$ cat src/logic/hacd_pkg.sv
//////////////////////////////////////////////////
// Shared definitions for the compression helper
// Page geometry, register offsets, mode enum
// Register bus, CPU request and config structs
//////////////////////////////////////////////////
`default_nettype none

package hacd_pkg;

  // Page geometry, 16 pages of 4 KB
  localparam int NUM_PAGES  = 16;
  localparam int PAGE_IDX_W = 4;
  localparam int PAGE_LSB   = 12;

  // Register byte offsets
  localparam logic [31:0] REG_CTRL     = 32'h0000_0000;
  localparam logic [31:0] REG_LOW_WM   = 32'h0000_0004;
  localparam logic [31:0] REG_CMP_MASK = 32'h0000_0008;
  localparam logic [31:0] REG_STATUS   = 32'h0000_000C;
  localparam logic [31:0] REG_BLOCKED  = 32'h0000_0010;

  // Operating mode from software control pins
  typedef enum logic [1:0] {
    MODE_PASS  = 2'd0,
    MODE_TRACK = 2'd1,
    MODE_GUARD = 2'd2,
    MODE_RSVD  = 2'd3
  } hawk_mode_e;

  //////////////////////////////////////////////////
  // Bus structs
  //////////////////////////////////////////////////

  typedef struct packed {
    logic        valid;
    logic        write;
    logic [31:0] addr;
    logic [31:0] wdata;
    logic [3:0]  wstrb;
  } reg_req_t;

  typedef struct packed {
    logic        ready;
    logic        error;
    logic [31:0] rdata;
  } reg_resp_t;

  // CPU side, reused toward the memory controller
  typedef struct packed {
    logic        valid;
    logic        write;
    logic [31:0] addr;
    logic [31:0] wdata;
  } cpu_req_t;

  // Config from the register bank
  typedef struct packed {
    logic [4:0]  low_wm;
    logic [15:0] cmp_mask;
    logic        clr_touched;
    logic        clr_infl;
  } hacd_cfg_t;

endpackage

`default_nettype wire
$ cat src/logic/hacd.sv
//////////////////////////////////////////////////
// Top level of the compression helper
// Register bank, page tracker, request forwarder
//////////////////////////////////////////////////
`timescale 1ns/1ps
`default_nettype none

module hacd (
  input  logic                 clk_i,
  input  logic                 rst_i,
  input  hacd_pkg::hawk_mode_e hawk_sw_ctrl_i,
  // Register bus
  input  hacd_pkg::reg_req_t   req_i,
  output hacd_pkg::reg_resp_t  resp_o,
  // CPU in, memory controller out
  input  hacd_pkg::cpu_req_t   cpu_req_i,
  output hacd_pkg::cpu_req_t   mc_req_o,
  // Interrupts
  output logic                 infl_interrupt_o,
  output logic                 defl_interrupt_o
);

  import hacd_pkg::*;

  // Config fan-out
  hacd_cfg_t   cfg;

  // Status back into the register bank
  logic [4:0]  free_cnt;
  logic [15:0] touched;
  logic [15:0] blocked_cnt;

  hacd_regs u_regs (
    .clk_i         (clk_i),
    .rst_i         (rst_i),
    .req_i         (req_i),
    .resp_o        (resp_o),
    .free_cnt_i    (free_cnt),
    .touched_i     (touched),
    .blocked_cnt_i (blocked_cnt),
    .cfg_o         (cfg)
  );

  hacd_page_tracker u_tracker (
    .clk_i            (clk_i),
    .rst_i            (rst_i),
    .cpu_req_i        (cpu_req_i),
    .mode_i           (hawk_sw_ctrl_i),
    .cfg_i            (cfg),
    .touched_o        (touched),
    .free_cnt_o       (free_cnt),
    .defl_interrupt_o (defl_interrupt_o)
  );

  hacd_mc_forward u_forward (
    .clk_i            (clk_i),
    .rst_i            (rst_i),
    .cpu_req_i        (cpu_req_i),
    .mode_i           (hawk_sw_ctrl_i),
    .cfg_i            (cfg),
    .mc_req_o         (mc_req_o),
    .infl_interrupt_o (infl_interrupt_o),
    .blocked_cnt_o    (blocked_cnt)
  );

endmodule

`default_nettype wire

$ cat src/logic/hacd_mc_forward.sv
//////////////////////////////////////////////////
// Forwarder toward the memory controller
// Pass or block per request, sticky inflate flag
// Saturating blocked-access counter
//////////////////////////////////////////////////
`timescale 1ns/1ps
`default_nettype none

module hacd_mc_forward (
  input  logic                 clk_i,
  input  logic                 rst_i,
  input  hacd_pkg::cpu_req_t   cpu_req_i,
  input  hacd_pkg::hawk_mode_e mode_i,
  input  hacd_pkg::hacd_cfg_t  cfg_i,
  output hacd_pkg::cpu_req_t   mc_req_o,
  output logic                 infl_interrupt_o,
  output logic [15:0]          blocked_cnt_o
);

  import hacd_pkg::*;

  logic [PAGE_IDX_W-1:0] page_idx;
  logic                  blocked;

  // Outgoing request stage
  logic                  mc_vld_q;
  logic                  mc_write_q;
  logic [31:0]           mc_addr_q;
  logic [31:0]           mc_wdata_q;

  logic                  infl_q;
  logic [15:0]           blocked_cnt_q;

  assign page_idx = cpu_req_i.addr[PAGE_LSB +: PAGE_IDX_W];

  // Guard mode stops any access to a compressed page
  assign blocked = cpu_req_i.valid && (mode_i == MODE_GUARD) &&
                   cfg_i.cmp_mask[page_idx];

  always_ff @(posedge clk_i) begin
    if (rst_i) begin
      mc_vld_q      <= 1'b0;
      infl_q        <= 1'b0;
      blocked_cnt_q <= '0;
    end else begin
      mc_vld_q <= cpu_req_i.valid && !blocked;
      // New block wins over a clear in the same cycle
      if (blocked) begin
        infl_q <= 1'b1;
      end else if (cfg_i.clr_infl) begin
        infl_q <= 1'b0;
      end
      // Saturate at all ones
      if (blocked && (blocked_cnt_q != '1)) begin
        blocked_cnt_q <= blocked_cnt_q + 16'd1;
      end
    end
  end

  // Payload copied as is
  always_ff @(posedge clk_i) begin
    if (cpu_req_i.valid) begin
      mc_write_q <= cpu_req_i.write;
      mc_addr_q  <= cpu_req_i.addr;
      mc_wdata_q <= cpu_req_i.wdata;
    end
  end

  assign mc_req_o = '{valid: mc_vld_q,
                      write: mc_write_q,
                      addr:  mc_addr_q,
                      wdata: mc_wdata_q};

  assign infl_interrupt_o = infl_q;
  assign blocked_cnt_o    = blocked_cnt_q;

endmodule

`default_nettype wire

$ cat src/logic/hacd_page_tracker.sv
//////////////////////////////////////////////////
// Touched-page tracker
// Bitmap of touched pages, registered free count
// Deflate level from watermark compare
//////////////////////////////////////////////////
`timescale 1ns/1ps
`default_nettype none

module hacd_page_tracker (
  input  logic                 clk_i,
  input  logic                 rst_i,
  input  hacd_pkg::cpu_req_t   cpu_req_i,
  input  hacd_pkg::hawk_mode_e mode_i,
  input  hacd_pkg::hacd_cfg_t  cfg_i,
  output logic [15:0]          touched_o,
  output logic [4:0]           free_cnt_o,
  output logic                 defl_interrupt_o
);

  import hacd_pkg::*;

  logic                  track_en;
  logic [PAGE_IDX_W-1:0] page_idx;

  // Bitmap, one bit per page
  logic [NUM_PAGES-1:0]  touched_d;
  logic [NUM_PAGES-1:0]  touched_q;

  // Clear-bit population count
  logic [4:0]            free_cnt_d;
  logic [4:0]            free_cnt_q;

  // Page index from address bits 15:12
  assign page_idx = cpu_req_i.addr[PAGE_LSB +: PAGE_IDX_W];

  // Track and guard both record touches
  always_comb begin
    case (mode_i)
      MODE_TRACK, MODE_GUARD: track_en = 1'b1;
      MODE_PASS, MODE_RSVD:   track_en = 1'b0;
      default:                track_en = 1'b0;
    endcase
  end

  //////////////////////////////////////////////////
  // Bitmap update
  //////////////////////////////////////////////////

  always_comb begin
    // Clear first so a touch in the same cycle is kept
    touched_d = cfg_i.clr_touched ? '0 : touched_q;
    if (cpu_req_i.valid && track_en) begin
      touched_d[page_idx] = 1'b1;
    end
  end

  always_ff @(posedge clk_i) begin
    if (rst_i) begin
      touched_q <= '0;
    end else begin
      touched_q <= touched_d;
    end
  end

  //////////////////////////////////////////////////
  // Free count, one cycle behind the bitmap
  //////////////////////////////////////////////////

  always_comb begin
    free_cnt_d = '0;
    for (int i = 0; i < NUM_PAGES; i++) begin
      if (!touched_q[i]) begin
        free_cnt_d = free_cnt_d + 5'd1;
      end
    end
  end

  always_ff @(posedge clk_i) begin
    if (rst_i) begin
      // Empty bitmap means every page is free
      free_cnt_q <= 5'(NUM_PAGES);
    end else begin
      free_cnt_q <= free_cnt_d;
    end
  end

  // Level, only while tracking
  assign defl_interrupt_o = track_en && (free_cnt_q < cfg_i.low_wm);

  assign touched_o  = touched_q;
  assign free_cnt_o = free_cnt_q;

endmodule

`default_nettype wire

$ cat src/logic/hacd_regs.sv
//////////////////////////////////////////////////
// Register bank for the compression helper
// Bus decode, byte strobes, read mux
// Clear pulses for bitmap and inflate state
//////////////////////////////////////////////////
`timescale 1ns/1ps
`default_nettype none

module hacd_regs (
  input  logic                clk_i,
  input  logic                rst_i,
  input  hacd_pkg::reg_req_t  req_i,
  output hacd_pkg::reg_resp_t resp_o,
  input  logic [4:0]          free_cnt_i,
  input  logic [15:0]         touched_i,
  input  logic [15:0]         blocked_cnt_i,
  output hacd_pkg::hacd_cfg_t cfg_o
);

  import hacd_pkg::*;

  // Write enables per register
  logic        wr_en;
  logic        wr_ctrl;
  logic        wr_wm;
  logic        wr_mask;

  // Decode and read mux
  logic        hit_any;
  logic [31:0] rdata_d;

  // Config state
  logic [4:0]  low_wm_q;
  logic [15:0] cmp_mask_q;
  logic        clr_touched_q;
  logic        clr_infl_q;

  // Response state
  logic        ready_q;
  logic        error_q;
  logic [31:0] rdata_q;

  assign wr_en   = req_i.valid && req_i.write;
  assign wr_ctrl = wr_en && (req_i.addr == REG_CTRL);
  assign wr_wm   = wr_en && (req_i.addr == REG_LOW_WM);
  assign wr_mask = wr_en && (req_i.addr == REG_CMP_MASK);

  //////////////////////////////////////////////////
  // Offset decode and read data
  //////////////////////////////////////////////////

  always_comb begin
    rdata_d = '0;
    hit_any = 1'b1;
    case (req_i.addr)
      // Ctrl bits are pulses, read back as zero
      REG_CTRL:     rdata_d = '0;
      REG_LOW_WM:   rdata_d = {27'b0, low_wm_q};
      REG_CMP_MASK: rdata_d = {16'b0, cmp_mask_q};
      // Touched bitmap on top, free count at bottom
      REG_STATUS:   rdata_d = {touched_i, 11'b0, free_cnt_i};
      REG_BLOCKED:  rdata_d = {16'b0, blocked_cnt_i};
      default:      hit_any = 1'b0;
    endcase
  end

  //////////////////////////////////////////////////
  // Config registers
  //////////////////////////////////////////////////

  always_ff @(posedge clk_i) begin
    if (rst_i) begin
      low_wm_q      <= '0;
      cmp_mask_q    <= '0;
      clr_touched_q <= 1'b0;
      clr_infl_q    <= 1'b0;
    end else begin
      // Watermark lives in byte 0
      if (wr_wm && req_i.wstrb[0]) begin
        low_wm_q <= req_i.wdata[4:0];
      end
      // Mask spans bytes 0 and 1
      if (wr_mask && req_i.wstrb[0]) begin
        cmp_mask_q[7:0] <= req_i.wdata[7:0];
      end
      if (wr_mask && req_i.wstrb[1]) begin
        cmp_mask_q[15:8] <= req_i.wdata[15:8];
      end
      // One-cycle pulses, high with ready
      clr_touched_q <= wr_ctrl && req_i.wstrb[0] && req_i.wdata[0];
      clr_infl_q    <= wr_ctrl && req_i.wstrb[0] && req_i.wdata[1];
    end
  end

  //////////////////////////////////////////////////
  // Response, one cycle after request
  //////////////////////////////////////////////////

  always_ff @(posedge clk_i) begin
    if (rst_i) begin
      ready_q <= 1'b0;
      error_q <= 1'b0;
    end else begin
      ready_q <= req_i.valid;
      error_q <= req_i.valid && !hit_any;
    end
  end

  // Read data sampled on every request
  always_ff @(posedge clk_i) begin
    if (req_i.valid) begin
      rdata_q <= rdata_d;
    end
  end

  assign resp_o = '{ready: ready_q, error: error_q, rdata: rdata_q};

  assign cfg_o = '{low_wm:      low_wm_q,
                   cmp_mask:    cmp_mask_q,
                   clr_touched: clr_touched_q,
                   clr_infl:    clr_infl_q};

endmodule

`default_nettype wire

$ cat config.mk
export PLATFORM = sky130hd
export DESIGN_NAME = hacd
export DESIGN_NICKNAME = d
export VERILOG_FILES = /design/src/logic/hacd_pkg.sv /design/src/logic/hacd.sv /design/src/logic/hacd_mc_forward.sv /design/src/logic/hacd_page_tracker.sv /design/src/logic/hacd_regs.sv
export SDC_FILE = /design/constraint.sdc
export NUM_CORES = 1
export LEC_CHECK = 0
export ABC_CLOCK_PERIOD_IN_PS = 7310
export BUFFER_PORTS_ARGS = -buffer_cell sky130_fd_sc_hd__buf_2
export CORE_UTILIZATION = 41
export CTS_CLUSTER_DIAMETER = 150
export DETAILED_ROUTE_END_ITERATION = 6
export PLACE_DENSITY = 0.69
export SLEW_MARGIN = 20
export SYNTH_ARGS = -nofsm -noshare
export SYNTH_HDL_FRONTEND = slang
export SYNTH_SLANG_ARGS = --single-unit
$ cat constraint.sdc
create_clock -name clk_i -period 7.31 [get_ports clk_i]
set_clock_uncertainty 0.15 [all_clocks]
set_input_delay 0.3655 -clock clk_i [delete_from_list [all_inputs] [get_ports clk_i]]
set_output_delay 0.3655 -clock clk_i [all_outputs]
set_load 0.02 [all_outputs]
==> run summary, run 1 <==
WP data arrival: 7550 ps
I/O pin cnt: 242
Hold EP: u_forward.mc_addr_q[1]$_DFFE_PP_
WP data required: 7530 ps
Final Instance Area: 11,000 um^2
Max Fanout on Critical Path: 3
DR WL/cell: 17.2 um
Max Freq: 0.136 GHz
Switching power: 1.06 mW
Top Layer Used: met4
Grt ovf: 0
CP startpoint kind: register
Core Area: 18,700 um^2
Final Cycle Share: 100%
Seq cells post-synth: 161
CP max stage delay: 370 ps
Hold Startpoint: cpu_req_i[33]
Metal2 WL: 10,500 um
Combinational Power Share: 41.1%
Total number of vias: 6,335
Post-Syn Instances: 668
Clk pwr share: 27.0%
CTS Buf Count: 17
Status: finished with violations
Crit Reg-Reg Startpoint: u_tracker.touched_o[0]$_SDFF_PP0_
Top-count cell post-synth: edfxtp_1
Mean Syn Cell Area: 11.7 um^2
Clock slew at reported path FFs: 70 ps
Post-layout min period: 7330 ps
Area leader, netlist: edfxtp_1
Top_reg_cell synth: edfxtp_1
Final Hold Viols: 0
First-pass iteration count of the detailed router: 4
Post-synth top area share: 37.2%
R2r endpoint: u_tracker.free_cnt_o[4]$_SDFF_PP1_
Asr flop ratio synth: 0%
Simple-gate portion of the synthesized area: 14.3%
CTS tree: built
Die Width: 140 um
Reg2Reg Setup Slack: -20 ps
Final worst setup slack: -19.8 ps
Initial antenna violation count: 1
Number of instances in the placed design: 1,124
TritonCTS Sinks: 161
Slew margin rel.: 43.4%
CP max-delay cell: dfxtp_4
Slew Viols, Final: 0
HP Class: in -> reg
Synth Area in Adders: 3.67%
Largest family of logic cells by synthesized area: simple AND/OR/NAND/NOR gates
Met3 wire length: 1380 um
Vias per inst: 5.15
DRC viols: 0
Tot Pwr: 3.24 mW
Largest net degree at the start of global routing: 71
Clock latency on the worst-skew pair: 430 ps
Area growth, synth to finish: 40.1%
Critical path type: reg -> reg
Flop pwr share: 31.9%
Worst Hold Depth: 1
Number of max-cap violations: 0
First-pass GRT wire length: 32,500 um
Register area share after synthesis: 53.5%
Pwr dens: 295 nW/um^2
Root Buffer: clkbuf_16
Post-route insts no fill: 1,231
Slew @ Worst Pin: 838 ps
Synth Area in Compound Gates: 8.72%
Die area: 19,700 um^2
Syn Nets: 831
Post-Place Setup Slack: -302 ps
Post-synth EDFFs: 97
Final GP Congestion: 0.893
Post-DP Area: 9410 um^2
GR Util All Layers: 21.6%
Multiplexer share of the synthesized area: 6.63%
Int Pwr: 2.19 mW
Starting Density: 41.9%
Ranking of synthesized cells by area: edfxtp_1 37%, dfxtp_1 16%, mux2i_1 4.5%
Layout cell share with drive strength beyond 1: 37.3%
Static Leakage: 4.56 nW
Worst vdd ir: 231 uV
Switching share of power: 32.6%
Iter 0 DRT Violations: 361
Post-synthesis xor/xnor area fraction: 9.93%
Critical path endpoint category: register
RSZ-0062 raised after global routing: yes
Met1 wire length: 8760 um
PortBufs: 223
Detail Placement HPWL: 14,200 um
Setup violations, final: 1
Final #Nets: 1,146
Max clock buf depth: 2
Synth warn: 0
Number of global-route vias before repair: 6,120
Commonest cells in the netlist: 97 x edfxtp_1, 75 x nor2_1, 64 x dfxtp_1, 35 x mux2i_1, 34 x xnor2_1
Most Frequent Cell on Critical Path: ha_4
Cell variety after synth: 68
Die H: 140 um
Total routed wirelength: 21,200 um
Worst r2r path cells: 41
DRT antenna net count: 0
Rows: 50
Failing checks: setup timing
Max H-tree Level: 4
Mapped Area: 7840 um^2
-- metrics by stage --
stage	setup TNS, ps	hold slack [ps]	util (%)
4_1_cts	0	0.562	57.4
6_report	-19.8	23.5	58.7
5_1_grt	-894	0.754	58.7
2_1_floorplan	0	314	-
3_5_place_dp	-764	326	50.3
3_3_place_gp	-42.8	322	50.3
-- flip-flops by register name, summed over array words and instances, names as in the netlist, 5 cells and up --
signal and count:
u_forward.blocked_cnt_o 16, u_forward.mc_addr_q 32, u_forward.mc_wdata_q 32, u_tracker.touched_o 16
u_tracker.free_cnt_o 5, u_regs.rdata_q 32, u_regs.cmp_mask_q 16, u_regs.low_wm_q 5
-- kinds of logic after synthesis --
group / count (synthesis)
AOI/OAI and AO/OA: 93
xor gates and xnor gates: 71
adders and majority gates: 23
buffers and inverters: 59
DFF: 161
muxes: 45
and+or+nand+nor: 216
-- cell type report --
type	instances	area [um^2]
Antenna cell	1	2.50
Multi-Input combinational cell	448	3720
Fill cell	1503	7720
Tap cell	234	293
Clock inverter	15	166
Clock buffer	17	425
Sequential cell	161	4200
Timing Repair Buffer	332	2090
Inverter	23	90.1
-- how the worst max path moves through the flow --
stage                                      startpoint                            endpoint  slack [ps]
CTS                 u_tracker.touched_o[0]$_SDFF_PP0_  u_tracker.free_cnt_o[4]$_SDFF_PP1_           2
detailed placement  u_tracker.touched_o[1]$_SDFF_PP0_  u_tracker.free_cnt_o[4]$_SDFF_PP1_        -300
floorplan           u_tracker.touched_o[1]$_SDFF_PP0_  u_tracker.free_cnt_o[4]$_SDFF_PP1_          30
finish              u_tracker.touched_o[0]$_SDFF_PP0_  u_tracker.free_cnt_o[4]$_SDFF_PP1_         -20
global route        u_tracker.touched_o[1]$_SDFF_PP0_  u_tracker.free_cnt_o[4]$_SDFF_PP1_        -350
global placement    u_tracker.touched_o[1]$_SDFF_PP0_  u_tracker.free_cnt_o[4]$_SDFF_PP1_         -40
-- layout by cell type (no fill, tap or decap), drive strengths merged, types with 14 or more instances in the layout --
cell	netlist	routed
dfxtp	64	64
nor2	76	76
buf	9	272
clkbuf	27	17
nand2	19	19
ha	23	23
nor3	20	20
xnor2	37	37
a22oi	17	17
o21ai	20	20
and2	14	14
mux2i	35	35
xor2	27	27
edfxtp	97	97
dlygate4sd3	0	60
inv	21	29
nor2b	14	14
-- routing by layer --
metal  vias to the layer above  GRT usage (%)
met4                         0           8.04
li1                       3060              -
met2                       255           36.7
met1                      2993           26.8
met3                        27           4.75
met5                         -              0
-- power groups by stage --
stage	Combinational (mW)	Sequential, mW	Clock [mW]
2_1_floorplan	0.706	1.10	0
3_3_place_gp	1.05	1.05	0
3_5_place_dp	1.08	1.05	0
4_1_cts	1.19	1.03	0.894
5_1_grt	1.44	1.04	0.936
6_report	1.33	1.03	0.876
-- critical path: cells and delay by family (launching register included) --
kind | cells | cell delay, ps
xor gates and xnor gates | 7 | 970
adders and majority gates | 8 | 2080
DFF | 1 | 370
buffers and inverters | 1 | 40
and+or+nand+nor | 11 | 1290
muxes | 4 | 1020
AOI/OAI and AO/OA | 10 | 1340
-- what timing repair did --
| item | in CTS | in global routing |
|---|---|---|
| endpoints found under the setup margin | 4 | 4 |
| buffers inserted | 10 | 5 |
| gates resized for setup | 18 | 29 |
| hold buffers | 59 | 1 |
| pin swaps | 23 | 20 |
| hold endpoints to repair | 59 | 1 |
(Power assumes the default switching activity.)
==> inputs of run 2 (changes only) <==
--- a/config.mk
+++ b/config.mk
@@ -5,12 +5,13 @@
 export SDC_FILE = /design/constraint.sdc
 export NUM_CORES = 1
 export LEC_CHECK = 0
+export ABC_AREA = 1
 export ABC_CLOCK_PERIOD_IN_PS = 7310
 export BUFFER_PORTS_ARGS = -buffer_cell sky130_fd_sc_hd__buf_2
 export CORE_UTILIZATION = 41
 export CTS_CLUSTER_DIAMETER = 150
 export DETAILED_ROUTE_END_ITERATION = 6
-export PLACE_DENSITY = 0.69
+export PLACE_DENSITY = 0.68
 export SLEW_MARGIN = 20
 export SYNTH_ARGS = -nofsm -noshare
 export SYNTH_HDL_FRONTEND = slang
==> run summary, run 2 <==
Status: complete, no violations (was finished with violations)
Grt ovf: 0 (unchanged)
DR WL/cell: 13.5 um (was 17.2 um)
Clock latency on the worst-skew pair: 420 ps (was 430 ps)
Top_reg_cell synth: edfxtp_1 (unchanged)
CP max stage delay: 370 ps (about the same)
Number of global-route vias before repair: 6,963 (was 6,120)
Ranking of synthesized cells by area: edfxtp_1 36%, dfxtp_1 16%, nand2_1 8.9% (was edfxtp_1 37%, dfxtp_1 16%, mux2i_1 4.5%)
Iter 0 DRT Violations: 553 (was 361)
Max H-tree Level: 4 (unchanged)
Final Hold Viols: 0 (unchanged)
I/O pin cnt: 242 (unchanged)
Synth Area in Adders: 3.52% (was 3.67%)
Commonest non-fill, non-tap cell in the layout: buf_2 (unchanged)
Area leader, netlist: edfxtp_1 (unchanged)
Synth warn: 0 (unchanged)
Largest registers: u_forward.mc_addr_q: 32 flops, u_forward.mc_wdata_q: 32 flops, u_regs.rdata_q: 32 flops (unchanged)
Total routed wirelength: 20,500 um (was 21,200 um)
CP max-delay cell: dfxtp_4 (unchanged)
Layout cell share with drive strength beyond 1: 27.9% (was 37.3%)
Met1 wire length: 8810 um (was 8760 um)
Post-Syn Instances: 955 (was 668)
Post-synthesis xor/xnor area fraction: 0.322% (was 9.93%)
Seq cells post-synth: 161 (unchanged)
Post-route insts no fill: 1,516 (was 1,231)
Critical path type: reg -> reg (unchanged)
Post-layout min period: 6720 ps (was 7330 ps)
TritonCTS Sinks: 161 (unchanged)
Commonest cells in the netlist: 194 x nand2_1, 154 x inv_1, 97 x edfxtp_1, 91 x nor2_1, 64 x dfxtp_1 (was 97 x edfxtp_1, 75 x nor2_1, 64 x dfxtp_1, 35 x mux2i_1, 34 x xnor2_1)
Metal2 WL: 10,100 um (was 10,500 um)
CTS Buf Count: 17 (unchanged)
Slew @ Worst Pin: 1060 ps (was 838 ps)
Register area share after synthesis: 51.4% (was 53.5%)
DRC viols: 0 (unchanged)
Initial antenna violation count: 2 (was 1)
Largest net degree at the start of global routing: 67 (was 71)
DRT antenna net count: 0 (unchanged)
Setup violations, final: 0 (was 1)
Top-count cell post-synth: nand2_1 (was edfxtp_1)
PortBufs: 223 (unchanged)
Final GP Congestion: 0.853 (was 0.893)
Hold Startpoint: req_i[10] (was cpu_req_i[33])
Total number of vias: 7,294 (was 6,335)
Mapped Area: 8170 um^2 (was 7840 um^2)
Die Width: 143 um (was 140 um)
Clock slew at reported path FFs: 70 ps (about the same)
Slew Viols, Final: 0 (unchanged)
Worst r2r path cells: 50 (was 41)
HP Class: in -> reg (unchanged)
Max clock buf depth: 2 (unchanged)
Critical path endpoint category: register (unchanged)
Crit Reg-Reg Startpoint: u_tracker.touched_o[0]$_SDFF_PP0_ (unchanged)
Detail Placement HPWL: 14,700 um (was 14,200 um)
Starting Density: 42.0% (was 41.9%)
WP data arrival: 6850 ps (was 7550 ps)
Worst Hold Depth: 3 (was 1)
Reg2Reg Setup Slack: 590 ps (was -20 ps)
Final Cycle Share: 92.0% (was 100%)
Post-synth top area share: 35.7% (was 37.2%)
Final #Nets: 1,399 (was 1,146)
Number of instances in the placed design: 1,420 (was 1,124)
Number of max-cap violations: 0 (unchanged)
Post-synth EDFFs: 97 (unchanged)
Max Freq: 0.149 GHz (was 0.136 GHz)
Root Buffer: clkbuf_16 (unchanged)
Die H: 143 um (was 140 um)
WP data required: 7440 ps (was 7530 ps)
Most frequent cells in the layout: 223 x buf_2, 190 x nand2_1, 151 x inv_1 (was 223 x buf_2, 97 x edfxtp_1, 73 x nor2_1)
GR Util All Layers: 20.8% (was 21.6%)
Reg area: 4200 um^2 (unchanged)
Slew margin rel.: 28.9% (was 43.4%)
Worst vdd ir: 171 uV (was 231 uV)
First-pass GRT wire length: 32,900 um (was 32,500 um)
Simple-gate portion of the synthesized area: 26.7% (was 14.3%)
Static Leakage: 4.86 nW (was 4.56 nW)
Max Fanout on Critical Path: 5 (was 3)
Cell variety after synth: 47 (was 68)
Die area: 20,500 um^2 (was 19,700 um^2)
CP startpoint kind: register (unchanged)
Synth Area in Compound Gates: 8.69% (was 8.72%)
Fill cell count: 1,709 (was 1,503)
Syn Nets: 1,118 (was 831)
Post-DP Area: 9490 um^2 (was 9410 um^2)
CTS tree: built (unchanged)
Mean Syn Cell Area: 8.55 um^2 (was 11.7 um^2)
Asr flop ratio synth: 0% (unchanged)
Most Frequent Cell on Critical Path: nand2_1 (was ha_4)
Met3 wire length: 1330 um (was 1380 um)
Hold EP: u_regs.cmp_mask_q[6]$_SDFFE_PP0P_ (was u_forward.mc_addr_q[1]$_DFFE_PP_)
Top Layer Used: met4 (unchanged)
Pwr dens: 255 nW/um^2 (was 295 nW/um^2)
Multi-input gate area: 3250 um^2 (was 3720 um^2)
Rows: 51 (was 50)
Vias per inst: 4.81 (was 5.15)
R2r endpoint: u_tracker.free_cnt_o[4]$_SDFF_PP1_ (unchanged)
Multiplexer share of the synthesized area: 0% (was 6.63%)
Final Instance Area: 10,800 um^2 (was 11,000 um^2)
Core Area: 19,500 um^2 (was 18,700 um^2)
First-pass iteration count of the detailed router: 5 (was 4)
Largest family of logic cells by synthesized area: simple AND/OR/NAND/NOR gates (unchanged)
Area growth, synth to finish: 32.0% (was 40.1%)
## run 2: power by group
part           total [mW]  switching [mW]  leakage, nW  internal [mW]
Combinational       0.814           0.502         3.08          0.312
Clock               0.905           0.414        0.292          0.491
Sequential           1.03          0.0185         1.49           1.01
## run 2: cell type report
| class | instances | area share [%] |
|---|---|---|
| diodes | 2 | 0.0464 |
| multi-input cells | 603 | 30.1 |
| flip-flops and latches | 161 | 38.9 |
| inverters | 166 | 5.83 |
| clock buffers | 17 | 3.95 |
| repair buffers | 287 | 16.2 |
| clock inverters | 15 | 1.79 |
| well taps | 265 | 3.08 |
## run 2: cell families after synthesis
family          after synthesis
compound gates              122
xor+xnor                      3
fa+ha+maj                    23
buf+inv                     191
flops                       161
simple gates                455
## run 2: per-stage QoR
stage	power [mW]	setup TNS, ps	worst slack, ps	util [%]	hold WS (ps)
2_1_floorplan	1.63	0	837	-	308
3_3_place_gp	1.78	0	377	48.7	316
3_5_place_dp	1.81	0	178	48.7	329
4_1_cts	2.74	0	122	55.0	0.922
5_1_grt	2.93	-54.2	-54.2	55.4	10.4
6_report	2.75	0	587	55.4	16.0
## run 2: worst max-delay path, delay by kind of cell (launching register included)
family / cells / cell delay (ps)
XOR/XNOR: 2 / 360
AO/OA/AOI/OAI: 7 / 840
buffers and inverters: 10 / 550
adder cells (fa/ha/maj): 8 / 2090
flip-flops: 1 / 370
AND/OR/NAND/NOR: 23 / 2210
## run 2: what timing repair did
action | 4_1_cts | 5_1_grt
gates resized for setup | 0 | 19
hold buffers | 61 | 0
buffers inserted | 0 | 1
endpoints found under the hold margin | 61 | 0
setup endpoints to repair | 0 | 4
## run 2: how the worst max path moves through the flow
| stage | from | end |
|---|---|---|
| 2_1_floorplan | u_tracker.touched_o[0]$_SDFF_PP0_ | u_tracker.free_cnt_o[4]$_SDFF_PP1_ |
| 3_3_place_gp | u_tracker.touched_o[0]$_SDFF_PP0_ | u_tracker.free_cnt_o[4]$_SDFF_PP1_ |
| 3_5_place_dp | u_tracker.touched_o[0]$_SDFF_PP0_ | u_tracker.free_cnt_o[4]$_SDFF_PP1_ |
| 4_1_cts | u_tracker.touched_o[0]$_SDFF_PP0_ | u_tracker.free_cnt_o[4]$_SDFF_PP1_ |
| 5_1_grt | u_tracker.touched_o[0]$_SDFF_PP0_ | u_tracker.free_cnt_o[4]$_SDFF_PP1_ |
| 6_report | u_tracker.touched_o[0]$_SDFF_PP0_ | u_tracker.free_cnt_o[4]$_SDFF_PP1_ |
## run 2: layer usage
| layer | GRT usage [%] | up-vias |
|---|---|---|
| met5 | 0 | - |
| met1 | 24.9 | 3311 |
| met3 | 5.06 | 17 |
| met4 | 5.94 | 0 |
| li1 | - | 3720 |
| met2 | 36.6 | 246 |
